<file path="config.mk">
export PLATFORM = sky130hd
export DESIGN_NAME = imm_gen
export DESIGN_NICKNAME = d
export VERILOG_FILES = /design/src/rtl/dec_pkg.sv /design/src/rtl/imm_gen.sv
export SDC_FILE = /design/constraint.sdc
export NUM_CORES = 1
export LEC_CHECK = 0
export BUFFER_PORTS_ARGS = -buffer_cell sky130_fd_sc_hd__buf_2
export CORE_UTILIZATION = 32
export DETAILED_ROUTE_END_ITERATION = 16
export PLACE_DENSITY = 0.91
export SLEW_MARGIN = 20
export SYNTH_ARGS = -nofsm -noshare
export SYNTH_HDL_FRONTEND = slang
export SYNTH_SLANG_ARGS = --single-unit
</file>
<file path="constraint.sdc">
create_clock -name vclk -period 2.96
set_input_delay 0.444 -clock vclk [all_inputs]
set_output_delay 0.444 -clock vclk [all_outputs]
set_load 0.03 [all_outputs]
</file>
<file path="src/rtl/dec_pkg.sv">
`default_nettype none

package dec_pkg;

   //////////////////////////////////////////////////////////////////////
   // widths and fixed indices
   //////////////////////////////////////////////////////////////////////

   localparam int GRLEN     = 32;
   localparam int REG_IDX_W = 5;
   localparam int CSR_IDX_W = 14;
   localparam int EXCCODE_W = 6;

   typedef logic [GRLEN-1:0]     word_t;
   typedef logic [REG_IDX_W-1:0] reg_idx_t;
   typedef logic [CSR_IDX_W-1:0] csr_idx_t;

   // link register written by bl
   localparam reg_idx_t RA_IDX = 5'd1;

   //////////////////////////////////////////////////////////////////////
   // opcode match values, each sized to the field it is compared with
   //////////////////////////////////////////////////////////////////////

   // 3R format, inst[31:15]
   localparam logic [16:0] OPC_ADD_W     = 17'h00020;
   localparam logic [16:0] OPC_SUB_W     = 17'h00022;
   localparam logic [16:0] OPC_SLT       = 17'h00024;
   localparam logic [16:0] OPC_SLTU      = 17'h00025;
   localparam logic [16:0] OPC_AND       = 17'h00029;
   localparam logic [16:0] OPC_OR        = 17'h0002a;
   localparam logic [16:0] OPC_XOR       = 17'h0002b;
   localparam logic [16:0] OPC_MUL_W     = 17'h00038;
   localparam logic [16:0] OPC_MULH_W    = 17'h00039;
   localparam logic [16:0] OPC_MULH_WU   = 17'h0003a;
   localparam logic [16:0] OPC_BREAK     = 17'h00054;
   localparam logic [16:0] OPC_SYSCALL   = 17'h00056;
   // 2RI12 format, inst[31:22]
   localparam logic [9:0]  OPC_ADDI_W    = 10'h00a;
   localparam logic [9:0]  OPC_ANDI      = 10'h00d;
   localparam logic [9:0]  OPC_ORI       = 10'h00e;
   localparam logic [9:0]  OPC_LD_W      = 10'h0a2;
   localparam logic [9:0]  OPC_LD_BU     = 10'h0a8;
   localparam logic [9:0]  OPC_ST_W      = 10'h0a6;
   localparam logic [9:0]  OPC_ST_B      = 10'h0a4;
   // 1RI20 format, inst[31:25]
   localparam logic [6:0]  OPC_LU12I_W   = 7'h0a;
   localparam logic [6:0]  OPC_PCADDU12I = 7'h0e;
   // branch formats, inst[31:26]
   localparam logic [5:0]  OPC_BEQ       = 6'h16;
   localparam logic [5:0]  OPC_BNE       = 6'h17;
   localparam logic [5:0]  OPC_B         = 6'h14;
   localparam logic [5:0]  OPC_BL        = 6'h15;
   // csr group on inst[31:24], ertn is a whole word
   localparam logic [7:0]  OPC_CSR       = 8'h04;
   localparam word_t       OPC_ERTN      = 32'h06483800;

   //////////////////////////////////////////////////////////////////////
   // enums
   //////////////////////////////////////////////////////////////////////

   // codes are dense, UNIT_INE is the highest
   typedef enum logic [3:0] {
      UNIT_ALU, UNIT_LSU, UNIT_BRU, UNIT_MUL, UNIT_CSR,
      UNIT_ERTN, UNIT_SYSCALL, UNIT_BREAK, UNIT_INE
   } unit_e;

   typedef enum logic [3:0] {ADD, SUB, AND, OR, XOR, SLT, SLTU, LUI} alu_op_e;
   typedef enum logic [1:0] {LD_W, LD_BU, ST_W, ST_B} lsu_op_e;
   typedef enum logic [1:0] {BEQ, BNE, B, BL} bru_op_e;
   typedef enum logic [1:0] {MUL_W, MULH_W, MULH_WU} mul_op_e;
   typedef enum logic [2:0] {NONE, SI12, UI12, SI20, OFFS16, OFFS26} imm_kind_e;
   typedef enum logic [1:0] {CSR_RD, CSR_WR, CSR_XCHG} csr_op_e;

   typedef enum logic [EXCCODE_W-1:0] {
      EXC_NONE = 6'h00,
      EXC_SYS  = 6'h0b,
      EXC_BRK  = 6'h0c,
      EXC_INE  = 6'h0d
   } exccode_e;

   //////////////////////////////////////////////////////////////////////
   // structs passed between the blocks
   //////////////////////////////////////////////////////////////////////

   typedef struct packed {
      unit_e     unit;
      alu_op_e   alu_op;
      lsu_op_e   lsu_op;
      bru_op_e   bru_op;
      mul_op_e   mul_op;
      csr_op_e   csr_op;
      imm_kind_e imm_kind;
      logic      pc_src;
      logic      rd_read;
      logic      gr_wen;
   } dec_ctl_t;

   typedef struct packed {
      reg_idx_t rs1;
      reg_idx_t rs2;
   } rs_idx_t;

   typedef struct packed {
      word_t   a;
      word_t   b;
      alu_op_e op;
      logic    b_imm;
      logic    wen;
   } alu_ctl_t;

   typedef struct packed {
      logic     valid;
      lsu_op_e  op;
      word_t    imm_shifted;
      reg_idx_t rd;
      logic     wen;
   } lsu_ctl_t;

   typedef struct packed {
      logic    valid;
      bru_op_e op;
      word_t   offset;
   } bru_ctl_t;

   typedef struct packed {
      logic valid;
      logic wen;
      logic is_signed;
      logic hi;
   } mul_ctl_t;

   typedef struct packed {
      logic     valid;
      logic     rdwen;
      logic     xchg;
      logic     wen;
      csr_idx_t waddr;
   } csr_ctl_t;

   typedef struct packed {
      logic     exception;
      exccode_e exccode;
   } exc_ctl_t;

   typedef struct packed {
      alu_ctl_t alu;
      lsu_ctl_t lsu;
      bru_ctl_t bru;
      mul_ctl_t mul;
      csr_ctl_t csr;
      exc_ctl_t exc;
      rs_idx_t  rs_idx;
      reg_idx_t rf_target;
      logic     ertn_valid;
   } d2e_t;

endpackage

`default_nettype wire

</file>
<file path="src/rtl/imm_gen.sv">
`default_nettype none

module imm_gen (
   input  dec_pkg::word_t     inst,
   input  dec_pkg::imm_kind_e kind,
   output dec_pkg::word_t     imm_shifted,
   output dec_pkg::word_t     br_offs
);

   // all immediate shifting and extension happens here
   always_comb begin
      imm_shifted = '0;
      br_offs     = '0;

      case (kind)
         dec_pkg::SI12: begin
            imm_shifted = {{20{inst[21]}}, inst[21:10]};
         end
         dec_pkg::UI12: begin
            imm_shifted = {20'b0, inst[21:10]};
         end
         // upper immediate lands in bits 31:12
         dec_pkg::SI20: begin
            imm_shifted = {inst[24:5], 12'b0};
         end
         // word offsets, so the low two bits are zero
         dec_pkg::OFFS16: begin
            br_offs = {{14{inst[25]}}, inst[25:10], 2'b00};
         end
         dec_pkg::OFFS26: begin
            // high part sits in inst[9:0]
            br_offs = {{4{inst[9]}}, inst[9:0], inst[25:10], 2'b00};
         end
         default: ;
      endcase
   end

endmodule

`default_nettype wire

</file>
# After elaboration in Yosys (flattened, before gate mapping)

Cells that the tools add are included.

Add/subtract/negate cells: 0
Multipliers: 0
Divide/modulo/power cells: 0
Magnitude comparators: 0
Equal/unequal tests: 5
Shift operators: 0
Multiplexer cells: 2
Bitwise logic cells: 0
Reductions and logical operators: 0

Operators with widths:

| cell                                                             | count |
|---|---|
| 32-bit case mux with 3 select lines                              | 1 |
| 32-bit case mux with 2 select lines                              | 1 |
| 3-bit by 2-bit == test with 1-bit output (second input constant) | 2 |
| 3-bit == test (second input constant)                            | 2 |
| 3-bit by 1-bit == test with 1-bit output (second input constant) | 1 |

Flip-flop bits (word level): 0
Latch bits: 0
RAM bits: 0
Bits in read-only memories: 0
Input bits: 35
Output and inout bits: 64
Word-level logic and storage cells: 7
Memories kept: 0

# Longest topological paths before layout

Depth in word-level cells: 2
Depth in mapped cells: 4
Depth with buffers taken out: 2

# Worst setup path after synthesis

OpenSTA, ideal clock, no wires.

Path type: input to output
From: in kind[0]
To: out br_offs[28]
Arrival time: 1.687 ns
Required time: 2.516 ns
Slack: 0.829 ns
Stages on the path: 4
Buffers on the path: 2
Cell sequence: nand2b_1 > clkbuf_1 > a21oi_1 > buf_4

Longest elaborated chain between the ends: 2
Elaborated cells between the ends (all ways): 3
Classes of those cells: 2 x eq/ne; 1 x mux

RTL lines:

| item                                    | RTL line      | RTL |
|---|---|---|
| start, declared                         | imm_gen.sv:5  | `input dec_pkg::imm_kind_e kind,` |
| 3-bit == test                           | imm_gen.sv:15 | `case (kind)` |
| 32-bit case mux with 2 select lines (*) | imm_gen.sv:15 |  |
| end, declared                           | imm_gen.sv:7  | `output dec_pkg::word_t br_offs` |

Every way passes the cells marked *; elsewhere a longest branch is shown, timed or not.

# Worst setup path after layout

From: in kind[1]
To: out imm_shifted[31]

Longest elaborated chain between the ends: 2
Elaborated cells between the ends (all ways): 4
Classes of those cells: 3 x eq/ne; 1 x mux

RTL lines:

| item                                                                                                 | RTL line      | RTL |
|---|---|---|
| 3-bit by 2-bit == test with 1-bit output or 3-bit by 1-bit == test with 1-bit output (tied branches) | imm_gen.sv:15 |  |
| 32-bit case mux with 3 select lines (*)                                                              | imm_gen.sv:15 |  |
| end, declared                                                                                        | imm_gen.sv:6  | `output dec_pkg::word_t imm_shifted,` |

Marks and branches as above.

==> out/metrics.cfg <==
[run_status]
status=finished, final reports clean

[power]
p_int_uw=60.1
power_density_nw_per_um2=202
seq_power_share=0
clock_power_share=0
power_frac_comb=1.000
switchingPower_uw=140
p_leak_uw=0.000641
ir_drop_mv=0.0983
p_sw_frac=0.700

[finish]
antenna_cells=0
clkbuf_count=0
final_nets=225
final-seq-area_um2=0
finish.utilization=0.570
final_common_cell=buf_2
layout_common_cells=buf_2, nand2_1, a21oi_1
area_growth_pct=66.7
drive_gt1_frac=0.489
fillers=202
seq_cells=0

[detailed_routing]
wl_um=2150
ant_nets=0
drtIter0Drc=7
dr.pass1.iters=3
vias=996
drc=0
vias_per_cell=4.68
wl_per_cell_um=10.1

[setup_path]
cp_max_fo=23
critPathSlowestCell=nand2b_1
max_stage_delay_ns=0.61
worstSetupEndpointType=primary output
worstPathArrival_ns=1.75
path_cells=buf_2 -> nand2b_1 -> a21oi_1 -> buf_2
startpoint_type=input port
worst_path_most_repeated_cell=buf_2
path_class=in2out
required_ns=2.52

[clock_tree]
ctsResizeCount=0
postCtsSetupRepairBufs=0
ctsHoldBuffers=0

[hold_path]
min_path_type=in2out

[floorplanning]
die_y_um=45.2
die-width_um=45.2
initial_core_util=0.342
io-pin-count=99
rows=15
core-area_um2=1750
die_area_um2=2040

[timing]
fin_crit_sh=0.740
relSlewSlack=0.543
min_period_ns=2.19
fmax_mhz=457
rsz0062_at_grt=false
worst_pin_slew_ns=0.685
drv_slew=0
setup_viol=0
hold_viol=0
fin_tns_setup_ns=0

[global_routing]
grt_overflow=0
grt_pass1_vias=725
antenna_found_initial=0
track_usage=0.198
grt_max_degree=24
grt_pass1_wl_um=3230

[synthesis]
syn_area_um2=597
ys_types=14
ys_warn_count=0
syn-instance-count=113
avgSynthCellArea_um2=5.28
yosysSeqAreaShare=0

[run]
max_cap_violations=0

[place]
place_congestion=0.684
dp_hpwl_um=1660
port_buffers=91

## final timing paths
path  slack (ns)  depth (start not counted)      from         endpoint
min         1.26                          3  inst[25]      br_offs[17]
max         0.77                          4   kind[1]  imm_shifted[31]
## power groups by stage
stage / sequential, uW / combinational, uW / clock (uW)
after floorplan: 0 / 143 / 0
after global placement: 0 / 199 / 0
after detailed placement: 0 / 200 / 0
after CTS: 0 / 201 / 0
after global routing: 0 / 216 / 0
final: 0 / 200 / 0
## logic make-up after synthesis
group                  Yosys count  share of synthesized area
AO/OA/AOI/OAI                   29                      0.243
XOR/XNOR                         1                     0.0147
other                            1                    0.00628
buffers and inverters           19                      0.174
AND/OR/NAND/NOR                 63                      0.562
## per-layer routing
layer / wire, um / track usage / vias to the layer above
met3: 181 / 0.00800 / 0
met2: 1080 / 0.406 / 51
met1: 891 / 0.236 / 430
met4: 0 / 0 / 0
li1: - / - / 515
met5: 0 / 0 / -
## synthesized netlist by cell type, drive strengths merged
master   n  area share
a21oi   29        0.24
and2    15        0.16
and2b    1       0.013
and3     1       0.010
buf     12        0.13
clkbuf   6       0.038
conb     1      0.0063
inv      1      0.0063
nand2   29        0.18
nand2b   4       0.042
nor2     1      0.0063
nor3b   12        0.15
xnor2    1       0.015
## through the flow
step / setup WS (ns) / instances / area, um2 / hold WS, ns / total power, uW
final: 0.771 / 213 / 995 / 1.26 / 200
after global routing: 0.599 / 213 / 995 / 1.27 / 216
after CTS: 0.760 / 213 / 995 / 1.26 / 201
after detailed placement: 0.762 / 213 / 995 / 1.26 / 200
after global placement: 0.771 / 213 / 995 / 1.25 / 199
after floorplan: 0.829 / 114 / 601 / 1.00 / 143
## worst max-delay path, delay by kind of cell
family / cells / cell delay, ns
buffers and inverters: 2 / 0.53
AOI/OAI and AO/OA: 1 / 0.15
and+or+nand+nor: 1 / 0.61
## layout make-up
class	instances	area [um2]	share of cell area
multi-input combinational	95	497	0.499
inverter	1	3.75	0.00377
timing repair buffer	92	463	0.465
tap	25	31.3	0.0314
Power figures use the tool's default switching activity.
