<file path="src/rtl/dec_pkg.sv">
`default_nettype none

package dec_pkg;

   //////////////////////////////////////////////////////////////////////
   // widths and fixed indices
   //////////////////////////////////////////////////////////////////////

   localparam int GRLEN     = 32;
   localparam int REG_IDX_W = 5;
   localparam int CSR_IDX_W = 14;
   localparam int EXCCODE_W = 6;

   typedef logic [GRLEN-1:0]     word_t;
   typedef logic [REG_IDX_W-1:0] reg_idx_t;
   typedef logic [CSR_IDX_W-1:0] csr_idx_t;

   // link register written by bl
   localparam reg_idx_t RA_IDX = 5'd1;

   //////////////////////////////////////////////////////////////////////
   // opcode match values, each sized to the field it is compared with
   //////////////////////////////////////////////////////////////////////

   // 3R format, inst[31:15]
   localparam logic [16:0] OPC_ADD_W     = 17'h00020;
   localparam logic [16:0] OPC_SUB_W     = 17'h00022;
   localparam logic [16:0] OPC_SLT       = 17'h00024;
   localparam logic [16:0] OPC_SLTU      = 17'h00025;
   localparam logic [16:0] OPC_AND       = 17'h00029;
   localparam logic [16:0] OPC_OR        = 17'h0002a;
   localparam logic [16:0] OPC_XOR       = 17'h0002b;
   localparam logic [16:0] OPC_MUL_W     = 17'h00038;
   localparam logic [16:0] OPC_MULH_W    = 17'h00039;
   localparam logic [16:0] OPC_MULH_WU   = 17'h0003a;
   localparam logic [16:0] OPC_BREAK     = 17'h00054;
   localparam logic [16:0] OPC_SYSCALL   = 17'h00056;
   // 2RI12 format, inst[31:22]
   localparam logic [9:0]  OPC_ADDI_W    = 10'h00a;
   localparam logic [9:0]  OPC_ANDI      = 10'h00d;
   localparam logic [9:0]  OPC_ORI       = 10'h00e;
   localparam logic [9:0]  OPC_LD_W      = 10'h0a2;
   localparam logic [9:0]  OPC_LD_BU     = 10'h0a8;
   localparam logic [9:0]  OPC_ST_W      = 10'h0a6;
   localparam logic [9:0]  OPC_ST_B      = 10'h0a4;
   // 1RI20 format, inst[31:25]
   localparam logic [6:0]  OPC_LU12I_W   = 7'h0a;
   localparam logic [6:0]  OPC_PCADDU12I = 7'h0e;
   // branch formats, inst[31:26]
   localparam logic [5:0]  OPC_BEQ       = 6'h16;
   localparam logic [5:0]  OPC_BNE       = 6'h17;
   localparam logic [5:0]  OPC_B         = 6'h14;
   localparam logic [5:0]  OPC_BL        = 6'h15;
   // csr group on inst[31:24], ertn is a whole word
   localparam logic [7:0]  OPC_CSR       = 8'h04;
   localparam word_t       OPC_ERTN      = 32'h06483800;

   //////////////////////////////////////////////////////////////////////
   // enums
   //////////////////////////////////////////////////////////////////////

   // codes are dense, UNIT_INE is the highest
   typedef enum logic [3:0] {
      UNIT_ALU, UNIT_LSU, UNIT_BRU, UNIT_MUL, UNIT_CSR,
      UNIT_ERTN, UNIT_SYSCALL, UNIT_BREAK, UNIT_INE
   } unit_e;

   typedef enum logic [3:0] {ADD, SUB, AND, OR, XOR, SLT, SLTU, LUI} alu_op_e;
   typedef enum logic [1:0] {LD_W, LD_BU, ST_W, ST_B} lsu_op_e;
   typedef enum logic [1:0] {BEQ, BNE, B, BL} bru_op_e;
   typedef enum logic [1:0] {MUL_W, MULH_W, MULH_WU} mul_op_e;
   typedef enum logic [2:0] {NONE, SI12, UI12, SI20, OFFS16, OFFS26} imm_kind_e;
   typedef enum logic [1:0] {CSR_RD, CSR_WR, CSR_XCHG} csr_op_e;

   typedef enum logic [EXCCODE_W-1:0] {
      EXC_NONE = 6'h00,
      EXC_SYS  = 6'h0b,
      EXC_BRK  = 6'h0c,
      EXC_INE  = 6'h0d
   } exccode_e;

   //////////////////////////////////////////////////////////////////////
   // structs passed between the blocks
   //////////////////////////////////////////////////////////////////////

   typedef struct packed {
      unit_e     unit;
      alu_op_e   alu_op;
      lsu_op_e   lsu_op;
      bru_op_e   bru_op;
      mul_op_e   mul_op;
      csr_op_e   csr_op;
      imm_kind_e imm_kind;
      logic      pc_src;
      logic      rd_read;
      logic      gr_wen;
   } dec_ctl_t;

   typedef struct packed {
      reg_idx_t rs1;
      reg_idx_t rs2;
   } rs_idx_t;

   typedef struct packed {
      word_t   a;
      word_t   b;
      alu_op_e op;
      logic    b_imm;
      logic    wen;
   } alu_ctl_t;

   typedef struct packed {
      logic     valid;
      lsu_op_e  op;
      word_t    imm_shifted;
      reg_idx_t rd;
      logic     wen;
   } lsu_ctl_t;

   typedef struct packed {
      logic    valid;
      bru_op_e op;
      word_t   offset;
   } bru_ctl_t;

   typedef struct packed {
      logic valid;
      logic wen;
      logic is_signed;
      logic hi;
   } mul_ctl_t;

   typedef struct packed {
      logic     valid;
      logic     rdwen;
      logic     xchg;
      logic     wen;
      csr_idx_t waddr;
   } csr_ctl_t;

   typedef struct packed {
      logic     exception;
      exccode_e exccode;
   } exc_ctl_t;

   typedef struct packed {
      alu_ctl_t alu;
      lsu_ctl_t lsu;
      bru_ctl_t bru;
      mul_ctl_t mul;
      csr_ctl_t csr;
      exc_ctl_t exc;
      rs_idx_t  rs_idx;
      reg_idx_t rf_target;
      logic     ertn_valid;
   } d2e_t;

endpackage

`default_nettype wire

</file>
<file path="src/rtl/dispatch_ctrl.sv">
`default_nettype none

module dispatch_ctrl (
   input  dec_pkg::dec_ctl_t ctl,
   input  dec_pkg::word_t    inst,
   input  dec_pkg::word_t    pc,
   input  logic              inst_vld,
   input  dec_pkg::word_t    rs1_data,
   input  dec_pkg::word_t    rs2_data,
   input  dec_pkg::word_t    imm_shifted,
   input  dec_pkg::word_t    br_offs,
   output dec_pkg::rs_idx_t  rs_idx,
   output dec_pkg::d2e_t     d2e
);

   dec_pkg::exccode_e exccode;
   logic              exception;
   logic              dispatch_ok;
   logic              alu_disp;
   logic              lsu_disp;
   logic              bru_disp;
   logic              mul_disp;
   logic              csr_disp;
   logic              ertn_disp;
   logic              b_imm;
   dec_pkg::reg_idx_t rf_target;

   //////////////////////////////////////////////////////////////////////
   // exceptions, syscall over break over illegal
   //////////////////////////////////////////////////////////////////////

   always_comb begin
      exccode = dec_pkg::EXC_NONE;
      if (inst_vld) begin
         if (ctl.unit == dec_pkg::UNIT_SYSCALL) begin
            exccode = dec_pkg::EXC_SYS;
         end else if (ctl.unit == dec_pkg::UNIT_BREAK) begin
            exccode = dec_pkg::EXC_BRK;
         end else if (ctl.unit == dec_pkg::UNIT_INE) begin
            exccode = dec_pkg::EXC_INE;
         end
      end
   end

   assign exception = (exccode != dec_pkg::EXC_NONE);

   //////////////////////////////////////////////////////////////////////
   // dispatch, nothing leaves on a killed or trapping slot
   //////////////////////////////////////////////////////////////////////

   assign dispatch_ok = inst_vld & ~exception;
   assign alu_disp    = dispatch_ok & (ctl.unit == dec_pkg::UNIT_ALU);
   assign lsu_disp    = dispatch_ok & (ctl.unit == dec_pkg::UNIT_LSU);
   assign bru_disp    = dispatch_ok & (ctl.unit == dec_pkg::UNIT_BRU);
   assign mul_disp    = dispatch_ok & (ctl.unit == dec_pkg::UNIT_MUL);
   assign csr_disp    = dispatch_ok & (ctl.unit == dec_pkg::UNIT_CSR);
   assign ertn_disp   = dispatch_ok & (ctl.unit == dec_pkg::UNIT_ERTN);

   assign b_imm = alu_disp & (ctl.imm_kind != dec_pkg::NONE);

   // bl links through r1
   assign rf_target = (ctl.unit == dec_pkg::UNIT_BRU && ctl.bru_op == dec_pkg::BL) ?
                      dec_pkg::RA_IDX : inst[4:0];

   assign rs_idx.rs1 = inst[9:5];
   assign rs_idx.rs2 = ctl.rd_read ? inst[4:0] : inst[14:10];

   always_comb begin
      d2e.alu.a           = ctl.pc_src ? pc : rs1_data;
      d2e.alu.b           = b_imm ? imm_shifted : rs2_data;
      d2e.alu.op          = ctl.alu_op;
      d2e.alu.b_imm       = b_imm;
      d2e.alu.wen         = ctl.gr_wen & alu_disp;

      d2e.lsu.valid       = lsu_disp;
      d2e.lsu.op          = ctl.lsu_op;
      d2e.lsu.imm_shifted = imm_shifted;
      d2e.lsu.rd          = rf_target;
      d2e.lsu.wen         = ctl.gr_wen & lsu_disp;

      d2e.bru.valid       = bru_disp;
      d2e.bru.op          = ctl.bru_op;
      d2e.bru.offset      = br_offs;

      d2e.mul.valid       = mul_disp;
      d2e.mul.wen         = ctl.gr_wen & mul_disp;
      d2e.mul.is_signed   = (ctl.mul_op == dec_pkg::MUL_W) || (ctl.mul_op == dec_pkg::MULH_W);
      d2e.mul.hi          = (ctl.mul_op == dec_pkg::MULH_W) || (ctl.mul_op == dec_pkg::MULH_WU);

      // csrrd only reads, wr and xchg also update the csr
      d2e.csr.valid       = csr_disp;
      d2e.csr.rdwen       = ctl.gr_wen & csr_disp;
      d2e.csr.xchg        = csr_disp & (ctl.csr_op == dec_pkg::CSR_XCHG);
      d2e.csr.wen         = csr_disp & (ctl.csr_op != dec_pkg::CSR_RD);
      d2e.csr.waddr       = inst[23:10];

      d2e.exc.exception   = exception;
      d2e.exc.exccode     = exccode;

      d2e.rs_idx          = rs_idx;
      d2e.rf_target       = rf_target;
      d2e.ertn_valid      = ertn_disp;
   end

   // one destination per instruction
   always_comb begin
      assert ($onehot0({alu_disp, lsu_disp, bru_disp, mul_disp, csr_disp,
                        ertn_disp, exception}))
         else $error("more than one dispatch target in decode");
   end

endmodule

`default_nettype wire

</file>
<file path="config.mk">
export PLATFORM = sky130hd
export DESIGN_NAME = dispatch_ctrl
export DESIGN_NICKNAME = d
export VERILOG_FILES = /design/src/rtl/dec_pkg.sv /design/src/rtl/dispatch_ctrl.sv
export SDC_FILE = /design/constraint.sdc
export NUM_CORES = 1
export LEC_CHECK = 0
export ABC_AREA = 1
export BUFFER_PORTS_ARGS = -buffer_cell sky130_fd_sc_hd__buf_2
export CAP_MARGIN = 40
export CORE_AREA = 2 2 162 164
export DETAILED_ROUTE_END_ITERATION = 6
export DIE_AREA = 0 0 164 166
export PLACE_DENSITY = 0.37
export SKIP_LAST_GASP = 1
export SYNTH_ARGS = -nofsm -noshare
export SYNTH_HDL_FRONTEND = slang
export SYNTH_SLANG_ARGS = --single-unit
</file>
<file path="constraint.sdc">
create_clock -name vclk -period 1.6
set_input_delay 0.48 -clock vclk [all_inputs]
set_output_delay 0.48 -clock vclk [all_outputs]
set_load 0.02 [all_outputs]
</file>
Word level (Yosys, flattened, before mapping). Index checks and enable logic that the tools add are counted.

Flip-flop bits (word level): 0. Bits of input ports: 215. Output and inout port bits: 201. Logic and storage cells: 43.

Eq/ne operators: 12. Mux-type cells: 8. Bitwise gates (word level): 15. Reductions and logical operators: 8.

Operator list (number): 2-to-1 mux 32 bit (2); equality test 4 x 3 -> 1 bit, second input constant (4); 2-to-1 mux 4 bit (4); bitwise AND 1 bit (14); 2-to-1 mux 5 bit (2); equality test 4 x 2 -> 1 bit, second input constant (2); equality test 2 bit, second input constant (3); nonzero test 6 bit (1); equality test 4 x 1 -> 1 bit, second input constant (1); equality test 4 bit, second input constant (1); zero test 4 bit (1); nonzero test 3 bit (1); equality test 2 x 1 -> 1 bit, second input constant (1); zero test 2 bit (1); logical OR 1 bit (2); nonzero test 2 bit (1); logical AND 1 bit (1); NOT 1 bit (1).

Depth between registers and ports, before layout. Gate-level depths: netlist of the first run.

Depth after elaboration: 11. Gate-level depth with buffers: 7.

Least setup slack after synthesis of the first run. OpenSTA, ideal clock, no wires.

Path kind: input-to-output. Start point: in ctl[21] (netlist bit). End point: out d2e[22] (netlist bit). Data arrival time: 1322 ps. Slack: -202 ps. Stages: 6. Buffers on the path: 1. Cells stage by stage: inv_2 nand3_1 nor2_1 inv_1 nand3_1 buf_4.

RTL lines: start: declaration (line dispatch_ctrl.sv:4) `input dec_pkg::dec_ctl_t ctl,`; end: declaration (line dispatch_ctrl.sv:13) `output dec_pkg::d2e_t d2e`.

==> results.yml, run 1 <==
floorplanning:
  die_h_um: 166
  die_x_um: 164
  fp-row-count: 59
  start_util: 0.0812
  core_area_mm2: 0.0256
  ios: 416
  die_area_mm2: 0.0272
sta:
  rsz0062_at_grt: "true"
  max_freq_mhz: 505
  finalHoldViolations: 0
  fin_crit_sh: 1.24
  fin_ws_ps: -380
  slew_violations: 0
  fin_crit_ps: 1980
  whs_ps: 960
  setup_viol: 89
worst_setup_path:
  cp_data_required_time_ps: 1120
  worst-path-max-fanout: 8
  crit_type: "input port to output port"
  end_kind: "output port"
  arrival_ps: 1500
  critPathLaunchType: "input port"
synthesis:
  synth_area_leaders: "buf_4 (43%), mux2_2 (18%), nand2_1 (14%)"
  avgSynthCellArea_um2: 6.44
  yosys.area.top_type: "buf_4"
  syn-cell-area_mm2: 0.00208
  yosysSeqAreaShare: 0
  yosys_warnings: 0
  synth_top_area_share: 0.426
  synth.distinct_cells: 20
  synthCells: 323
final_layout:
  layout.nets: 754
  drive_gt1_frac: 0.944
  area_growth_pct: 154
  final_util: 0.206
  clockBufferCount: 0
  n_antenna_cell: 0
  design_area_mm2: 0.00529
  register_area_um2: 0
  design.seq.count: 0
global_route:
  antenna_found_initial: 3
  grt_pass1_wl_um: 16800
  grt_pass1_vias: 2812
  track_usage: 0.0816
  grt-ovfl-total: 0
  grt_start_max_net_pins: 34
placement:
  io_buffers: 297
  gp_congestion: 0.720
  placedInstanceArea_mm2: 0.00397
  dp_hpwl_um: 9910
status:
  status: "finished with violations"
  violations: "setup timing"
route:
  ant_nets: 0
  vias: 2819
  drcViolationCount: 0
  viasPerCell: 3.24
  drt_iter0_markers: 40
  drt-wirelength-per-cell_um: 14.9
  dr.pass1.iters: 4
  routed_wl_um: 13000
clocking:
  cts-hold-fix-buffers: 0
job:
  maxCapViolations: 0
pwr:
  power_leakage_uw: 0.00259
  power_per_cell_area_mw_per_mm2: 282
  peakVddDrop_mv: 0.127
min_path:
  hold_class: "input port to output port"
critical path: stages:
cell       delay (ps)
buf_8             100
nor2_4            130
buf_6             120
nand3_4           140
clkbuf_16         250
nand2_8           100
nand2_4            50
buf_6             120
Yosys cell counts, types with 4 or more instances:
master   instances
buf_4          118
nand2_1         76
nand3_1         36
mux2_2          34
inv_1           15
nor2_1          12
buf_2            5
buf_6            4
inv_2            4
nor3_1           4
logic make-up (layout without fill, tap and decap cells):
family,Yosys count,count (layout),share of synthesized area
multiplexers,36,36,0.195
other,1,2,0.00180
AO/OA/AOI/OAI,1,1,0.00240
buffers and inverters,147,358,0.496
adder cells (fa/ha/maj),2,2,0.0120
AND/OR/NAND/NOR,136,136,0.293
routing by layer:
metal,track usage,vias up,part of all wire
li1,-,1341,-
met3,0.0205,28,0.092
met5,0,-,0
met4,0.0111,0,0.022
met2,0.167,229,0.54
met1,0.0823,1221,0.34
power by group:
part           internal (uW)  total (uW)  switching (uW)
Combinational            759        1490             731
Clock                      0           0               0
Sequential                 0           0               0
Total                    759        1490             731
placed cells by master (no fill, tap or decap), types with 4 or more instances in the layout:
| cell | n |
|---|---|
| inv_1 | 7 |
| buf_16 | 7 |
| nor2_4 | 9 |
| nand3_2 | 12 |
| nor2_1 | 4 |
| buf_2 | 195 |
| mux2_4 | 34 |
| buf_12 | 14 |
| nand2_4 | 29 |
| nand2_1 | 16 |
| nand2_2 | 29 |
| nand3_4 | 27 |
| buf_4 | 21 |
| buf_6 | 98 |
| inv_2 | 9 |
worst paths after layout:
kind                     from  slack [ps]        to  cells after the start
worst min-delay path  ctl[14]         960  d2e[123]                      0
worst max-delay path  ctl[19]        -380  d2e[141]                      8
repair_timing:
item                       in CTS  in global routing
buffers inserted                2                  6
pin swaps                      17                 17
gates resized for setup       237                 62
gates cloned                    6                  3
setup endpoints to repair     100                 92
per-stage QoR:
stage	instances	setup TNS [ps]	total power, uW	setup WS, ps
after global placement	855	-28970	1150	-471
after detailed placement	855	-28930	1140	-482
after global routing	870	-23450	1580	-438
final	870	-19630	1490	-380
after floorplan	324	-2600	945	-105
after CTS	863	-21050	1440	-398
final cells by class:
type	count	area, um^2
multi-input combinational	177	1990
fill	2849	20300
inverter	19	91.3
tap	335	419
timing repair buffer	339	2790
No activity file was read; power rests on OpenSTA's default activity.
==> run 2, diff against run 1 <==
--- a/config.mk
+++ b/config.mk
@@ -12,6 +12,7 @@
 export DETAILED_ROUTE_END_ITERATION = 6
 export DIE_AREA = 0 0 164 166
 export PLACE_DENSITY = 0.37
+export REMOVE_ABC_BUFFERS = 1
 export SKIP_LAST_GASP = 1
 export SYNTH_ARGS = -nofsm -noshare
 export SYNTH_HDL_FRONTEND = slang
==> run 2 against run 1 <==
Net effect: the flow still finishes with violations (setup timing); fmax fell by 0.71%; combinational power shrank 12%; wire length up 17%; critical endpoint is now d2e[135]; largest cell class unchanged; highest routed layer is now met5.
==> results.yml, run 2 (same netlist as run 1, synthesis figures left out) <==
final_layout:
  clockBufferCount: 0
  final_common_cell: "buf_2"
  drive_gt1_frac: 0.809
  fillers: 2916
  layout.nets: 743
  area_growth_pct: 107
  final_util: 0.168
  final_cell_mix: "buf_2 (206), buf_6 (81), nand2_1 (55), mux2_4 (31), buf_4 (28)"
  design.seq.count: 0
  register_area_um2: 0
pwr:
  power_per_cell_area_mw_per_mm2: 305
  pwr-share-clk: 0
  p_int_uw: 650
  p_seq_frac: 0
  p_sw_uw: 662
  comb_power_share: 1.000
  power_leakage_uw: 0.00235
  switching_share: 0.505
  peakVddDrop_mv: 0.139
route:
  ant_nets: 0
  vias: 2907
  viasPerCell: 3.38
  drcViolationCount: 0
  routed_wl_um: 15200
  drt_iter0_markers: 65
  dr.pass1.iters: 5
  drt-wirelength-per-cell_um: 17.7
floorplanning:
  die_h_um: 166
  start_util: 0.0812
  ios: 416
  die_x_um: 164
  fp-row-count: 59
  die_area_mm2: 0.0272
  core_area_mm2: 0.0256
placement:
  pre_cts_slack_ps: -564
  gp_congestion: 0.744
  io_buffers: 297
  dp_hpwl_um: 12700
min_path:
  hold_class: "input port to output port"
global_route:
  grt_start_max_net_pins: 33
  grt-ovfl-total: 0
  track_usage: 0.100
  grt_pass1_vias: 2689
  antenna_found_initial: 4
  grt_pass1_wl_um: 19100
worst_setup_path:
  arrival_ps: 1510
  crit_type: "input port to output port"
  cp_data_required_time_ps: 1120
  worst-path-max-fanout: 6
  end_kind: "output port"
  critPathLaunchType: "input port"
sta:
  max_freq_mhz: 501
  fin_ws_ps: -394
  setup_viol: 91
  fin_crit_sh: 1.25
  slew_violations: 0
  fin_crit_ps: 1990
  rsz0062_at_grt: "true"
  finalHoldViolations: 0
clocking:
  cts-hold-fix-buffers: 0
status:
  status: "finished with violations"
  violations: "setup timing"
job:
  maxCapViolations: 0
==> run 2: repair_timing <==
item	CTS	global route
endpoints found under the setup margin	100	92
cloned	5	0
setup buffers	10	1
pin swaps	24	22
resized for setup	229	61
==> run 2: per-layer routing <==
| metal | part of all wire | wire [um] | vias up | track usage |
|---|---|---|---|---|
| met1 | 0.38 | 5720 | 1283 | 0.110 |
| met5 | 0.018 | 279 | - | 0.0655 |
| met2 | 0.42 | 6370 | 282 | 0.149 |
| met3 | 0.18 | 2790 | 14 | 0.0852 |
| met4 | 0.0026 | 40 | 12 | 0.00191 |
| li1 | - | - | 1316 | - |
==> run 2: final timing paths <==
kind / cells past startpoint / endpoint / from / slack (ps)
max: 10 / d2e[135] / ctl[20] / -390
min: 0 / d2e[45] / br_offs[0] / 960
==> run 2: layout make-up <==
class              instances  area (um^2)  area share
repair buffers           328         2410       0.560
diodes                     1         2.50    0.000581
multi-input cells        177         1390       0.324
inverters                 19         78.8      0.0183
well taps                335          419      0.0974
==> run 2: through the flow <==
stage	setup TNS [ps]	instances	power, uW	hold WS [ps]	area (um^2)
floorplan	-25820	196	400	960	1120
global placement	-30390	848	997	960	3210
detailed placement	-30000	848	991	960	3210
CTS	-22570	863	1290	960	4160
global route	-24510	859	1390	960	4300
finish	-19580	860	1310	960	4310
==> run 2: worst max-delay path, stage by stage <==
cell and delay (ps):
buf_8 100, inv_4 50, buf_6 90, nand3_4 70, nor2_4 160, buf_6 160
buf_16 140, nand3_2 70, nand2_2 80, buf_6 110
==> run 2: power groups by stage <==
stage                     registers (uW)  logic, uW  clock network [uW]
final                                  0       1310           0.0000835
after global routing                   0       1390                   0
after CTS                              0       1290                   0
after detailed placement               0        991                   0
after global placement                 0        997                   0
after floorplan                        0        400                   0
==> run 3, diff against run 2 <==
--- a/config.mk
+++ b/config.mk
@@ -8,10 +8,12 @@
 export ABC_AREA = 1
 export BUFFER_PORTS_ARGS = -buffer_cell sky130_fd_sc_hd__buf_2
 export CAP_MARGIN = 40
-export CORE_AREA = 2 2 162 164
+export CELL_PAD_IN_SITES_DETAIL_PLACEMENT = 0
+export CELL_PAD_IN_SITES_GLOBAL_PLACEMENT = 1
+export CORE_AREA = 2 2 161 163
 export DETAILED_ROUTE_END_ITERATION = 6
-export DIE_AREA = 0 0 164 166
-export PLACE_DENSITY = 0.37
+export DIE_AREA = 0 0 163 165
+export PLACE_DENSITY = 0.59
 export REMOVE_ABC_BUFFERS = 1
 export SKIP_LAST_GASP = 1
 export SYNTH_ARGS = -nofsm -noshare
==> run 3 against run 2 <==
Net effect: the flow still finishes with violations (setup timing); setup slack lost 16 ps; die area is 1.2% lower; first-iteration DRC count is the same; count of clock-buffer cells in the layout stayed put; cell area rose by 15%; via count up 4.6%; wire length up 12%; combinational power increased by 11%; fmax fell by 0.81%; sequential share of layout area unchanged; largest cell class unchanged.
==> results.yml, run 3 (same netlist as run 1, synthesis figures left out) <==
placement:
  dp_hpwl_um: 13400
  place_inst: 846
  placedInstanceArea_mm2: 0.00325
  io_buffers: 297
  gp_congestion: 0.795
floorplanning:
  die_h_um: 165
  ios: 416
  die_x_um: 163
  start_util: 0.0831
  core_area_mm2: 0.0250
  die_area_mm2: 0.0269
  fp-row-count: 58
sta:
  fin_crit_sh: 1.26
  totalNegativeSetupSlack_ps: -20110
  setup_viol: 91
  whs_ps: 960
  slew_violations: 0
  fin_ws_ps: -411
  fin_crit_ps: 2010
  finalHoldViolations: 0
  max_freq_mhz: 497
  rsz0062_at_grt: "true"
final_layout:
  clockBufferCount: 0
  final_common_cell: "buf_2"
  design_area_mm2: 0.00496
  layout.nets: 760
  design.seq.count: 0
  area_growth_pct: 139
  final_cell_count_no_fill: 873
  register_area_um2: 0
  final_cell_mix: "buf_2 (190), buf_6 (109), nand2_2 (40), mux2_4 (35), nand2_1 (30)"
  drive_gt1_frac: 0.904
global_route:
  antenna_found_initial: 4
  grt_pass1_wl_um: 20700
  grt_pass1_vias: 2781
  track_usage: 0.110
  grt-ovfl-total: 0
  grt_start_max_net_pins: 33
route:
  drt_iter0_markers: 65
  drt-wirelength-per-cell_um: 19.4
  ant_nets: 0
  dr.pass1.iters: 4
  drcViolationCount: 0
  viasPerCell: 3.48
  routed_wl_um: 17000
  vias: 3041
pwr:
  p_int_uw: 731
  pwr-share-clk: 0
  peakVddDrop_mv: 0.149
  power_leakage_uw: 0.00256
  p_sw_uw: 720
  switching_share: 0.496
  comb_power_share: 1.000
  power_per_cell_area_mw_per_mm2: 292
  p_seq_frac: 0
worst_setup_path:
  path_buf_inv: 6
  arrival_ps: 1530
  path_depth: 10
  critPathTopFamily: "buffers and inverters"
  end_kind: "output port"
  critPathSlowestCell: "nor2_4"
  crit_chain: "buf_8, inv_6, buf_6, nand3_4, nor2_4, buf_12, buf_12, nand3_2, nand2_2, buf_6"
  cp_data_required_time_ps: 1120
  cp_slowest_stage_delay_ps: 150
  critPathLaunchType: "input port"
  crit_type: "input port to output port"
  worst-path-max-fanout: 6
job:
  maxCapViolations: 0
status:
  violations: "setup timing"
  status: "finished with violations"
min_path:
  whs_path_depth: 0
  hold_class: "input port to output port"
-- run 3: changes by cell type in the layout (fill, tap and decap cells not counted), moves of 5 or more --
| cell | before | now |
|---|---|---|
| nand3_1 | 24 | 10 |
| nand2_2 | 19 | 40 |
| nand3_2 | 11 | 21 |
| buf_2 | 206 | 190 |
| nor2_1 | 9 | 2 |
| buf_6 | 81 | 109 |
| nand2_1 | 55 | 30 |
| nor2_4 | 5 | 10 |
-- run 3: power by group through the flow --
stage,logic [uW],registers [uW],clock network [uW]
floorplan,400,0,0
global placement,1010,0,0
detailed placement,1010,0,0
CTS,1350,0,0
global route,1530,0,0
finish,1450,0,0.000167
-- run 3: layout make-up --
class / instances / area [um^2]
antenna: 2 / 5.00
fill: 2808 / 20100
inverter: 19 / 83.8
multi-input combinational: 177 / 1640
tap: 330 / 413
timing repair buffer: 345 / 2820
-- run 3: final timing paths --
check	from	to
setup / recovery	ctl[21]	d2e[149]
hold / removal	inst[19]	d2e[32]
-- run 3: layer usage --
metal | up-vias | global-route usage | wire length, um
met5 | - | 0.0625 | 253
met4 | 10 | 0.000805 | 89
met3 | 16 | 0.0987 | 3350
met2 | 303 | 0.166 | 7360
met1 | 1353 | 0.117 | 5900
li1 | 1359 | - | -
-- run 3: what timing repair did --
action | 4_1_cts | 5_1_grt
hold buffers | 0 | 0
setup endpoints to repair | 102 | 98
gates resized for setup | 261 | 131
gates cloned | 6 | 4
pin swaps | 22 | 48
setup buffers | 14 | 5
-- run 3: stage by stage --
stage | util | setup WS [ps] | power [uW]
after detailed placement | 0.130 | -614 | 1010
after floorplan | - | -756 | 400
final | 0.198 | -411 | 1450
after CTS | 0.175 | -437 | 1350
after global routing | 0.198 | -460 | 1530
after global placement | 0.130 | -622 | 1010
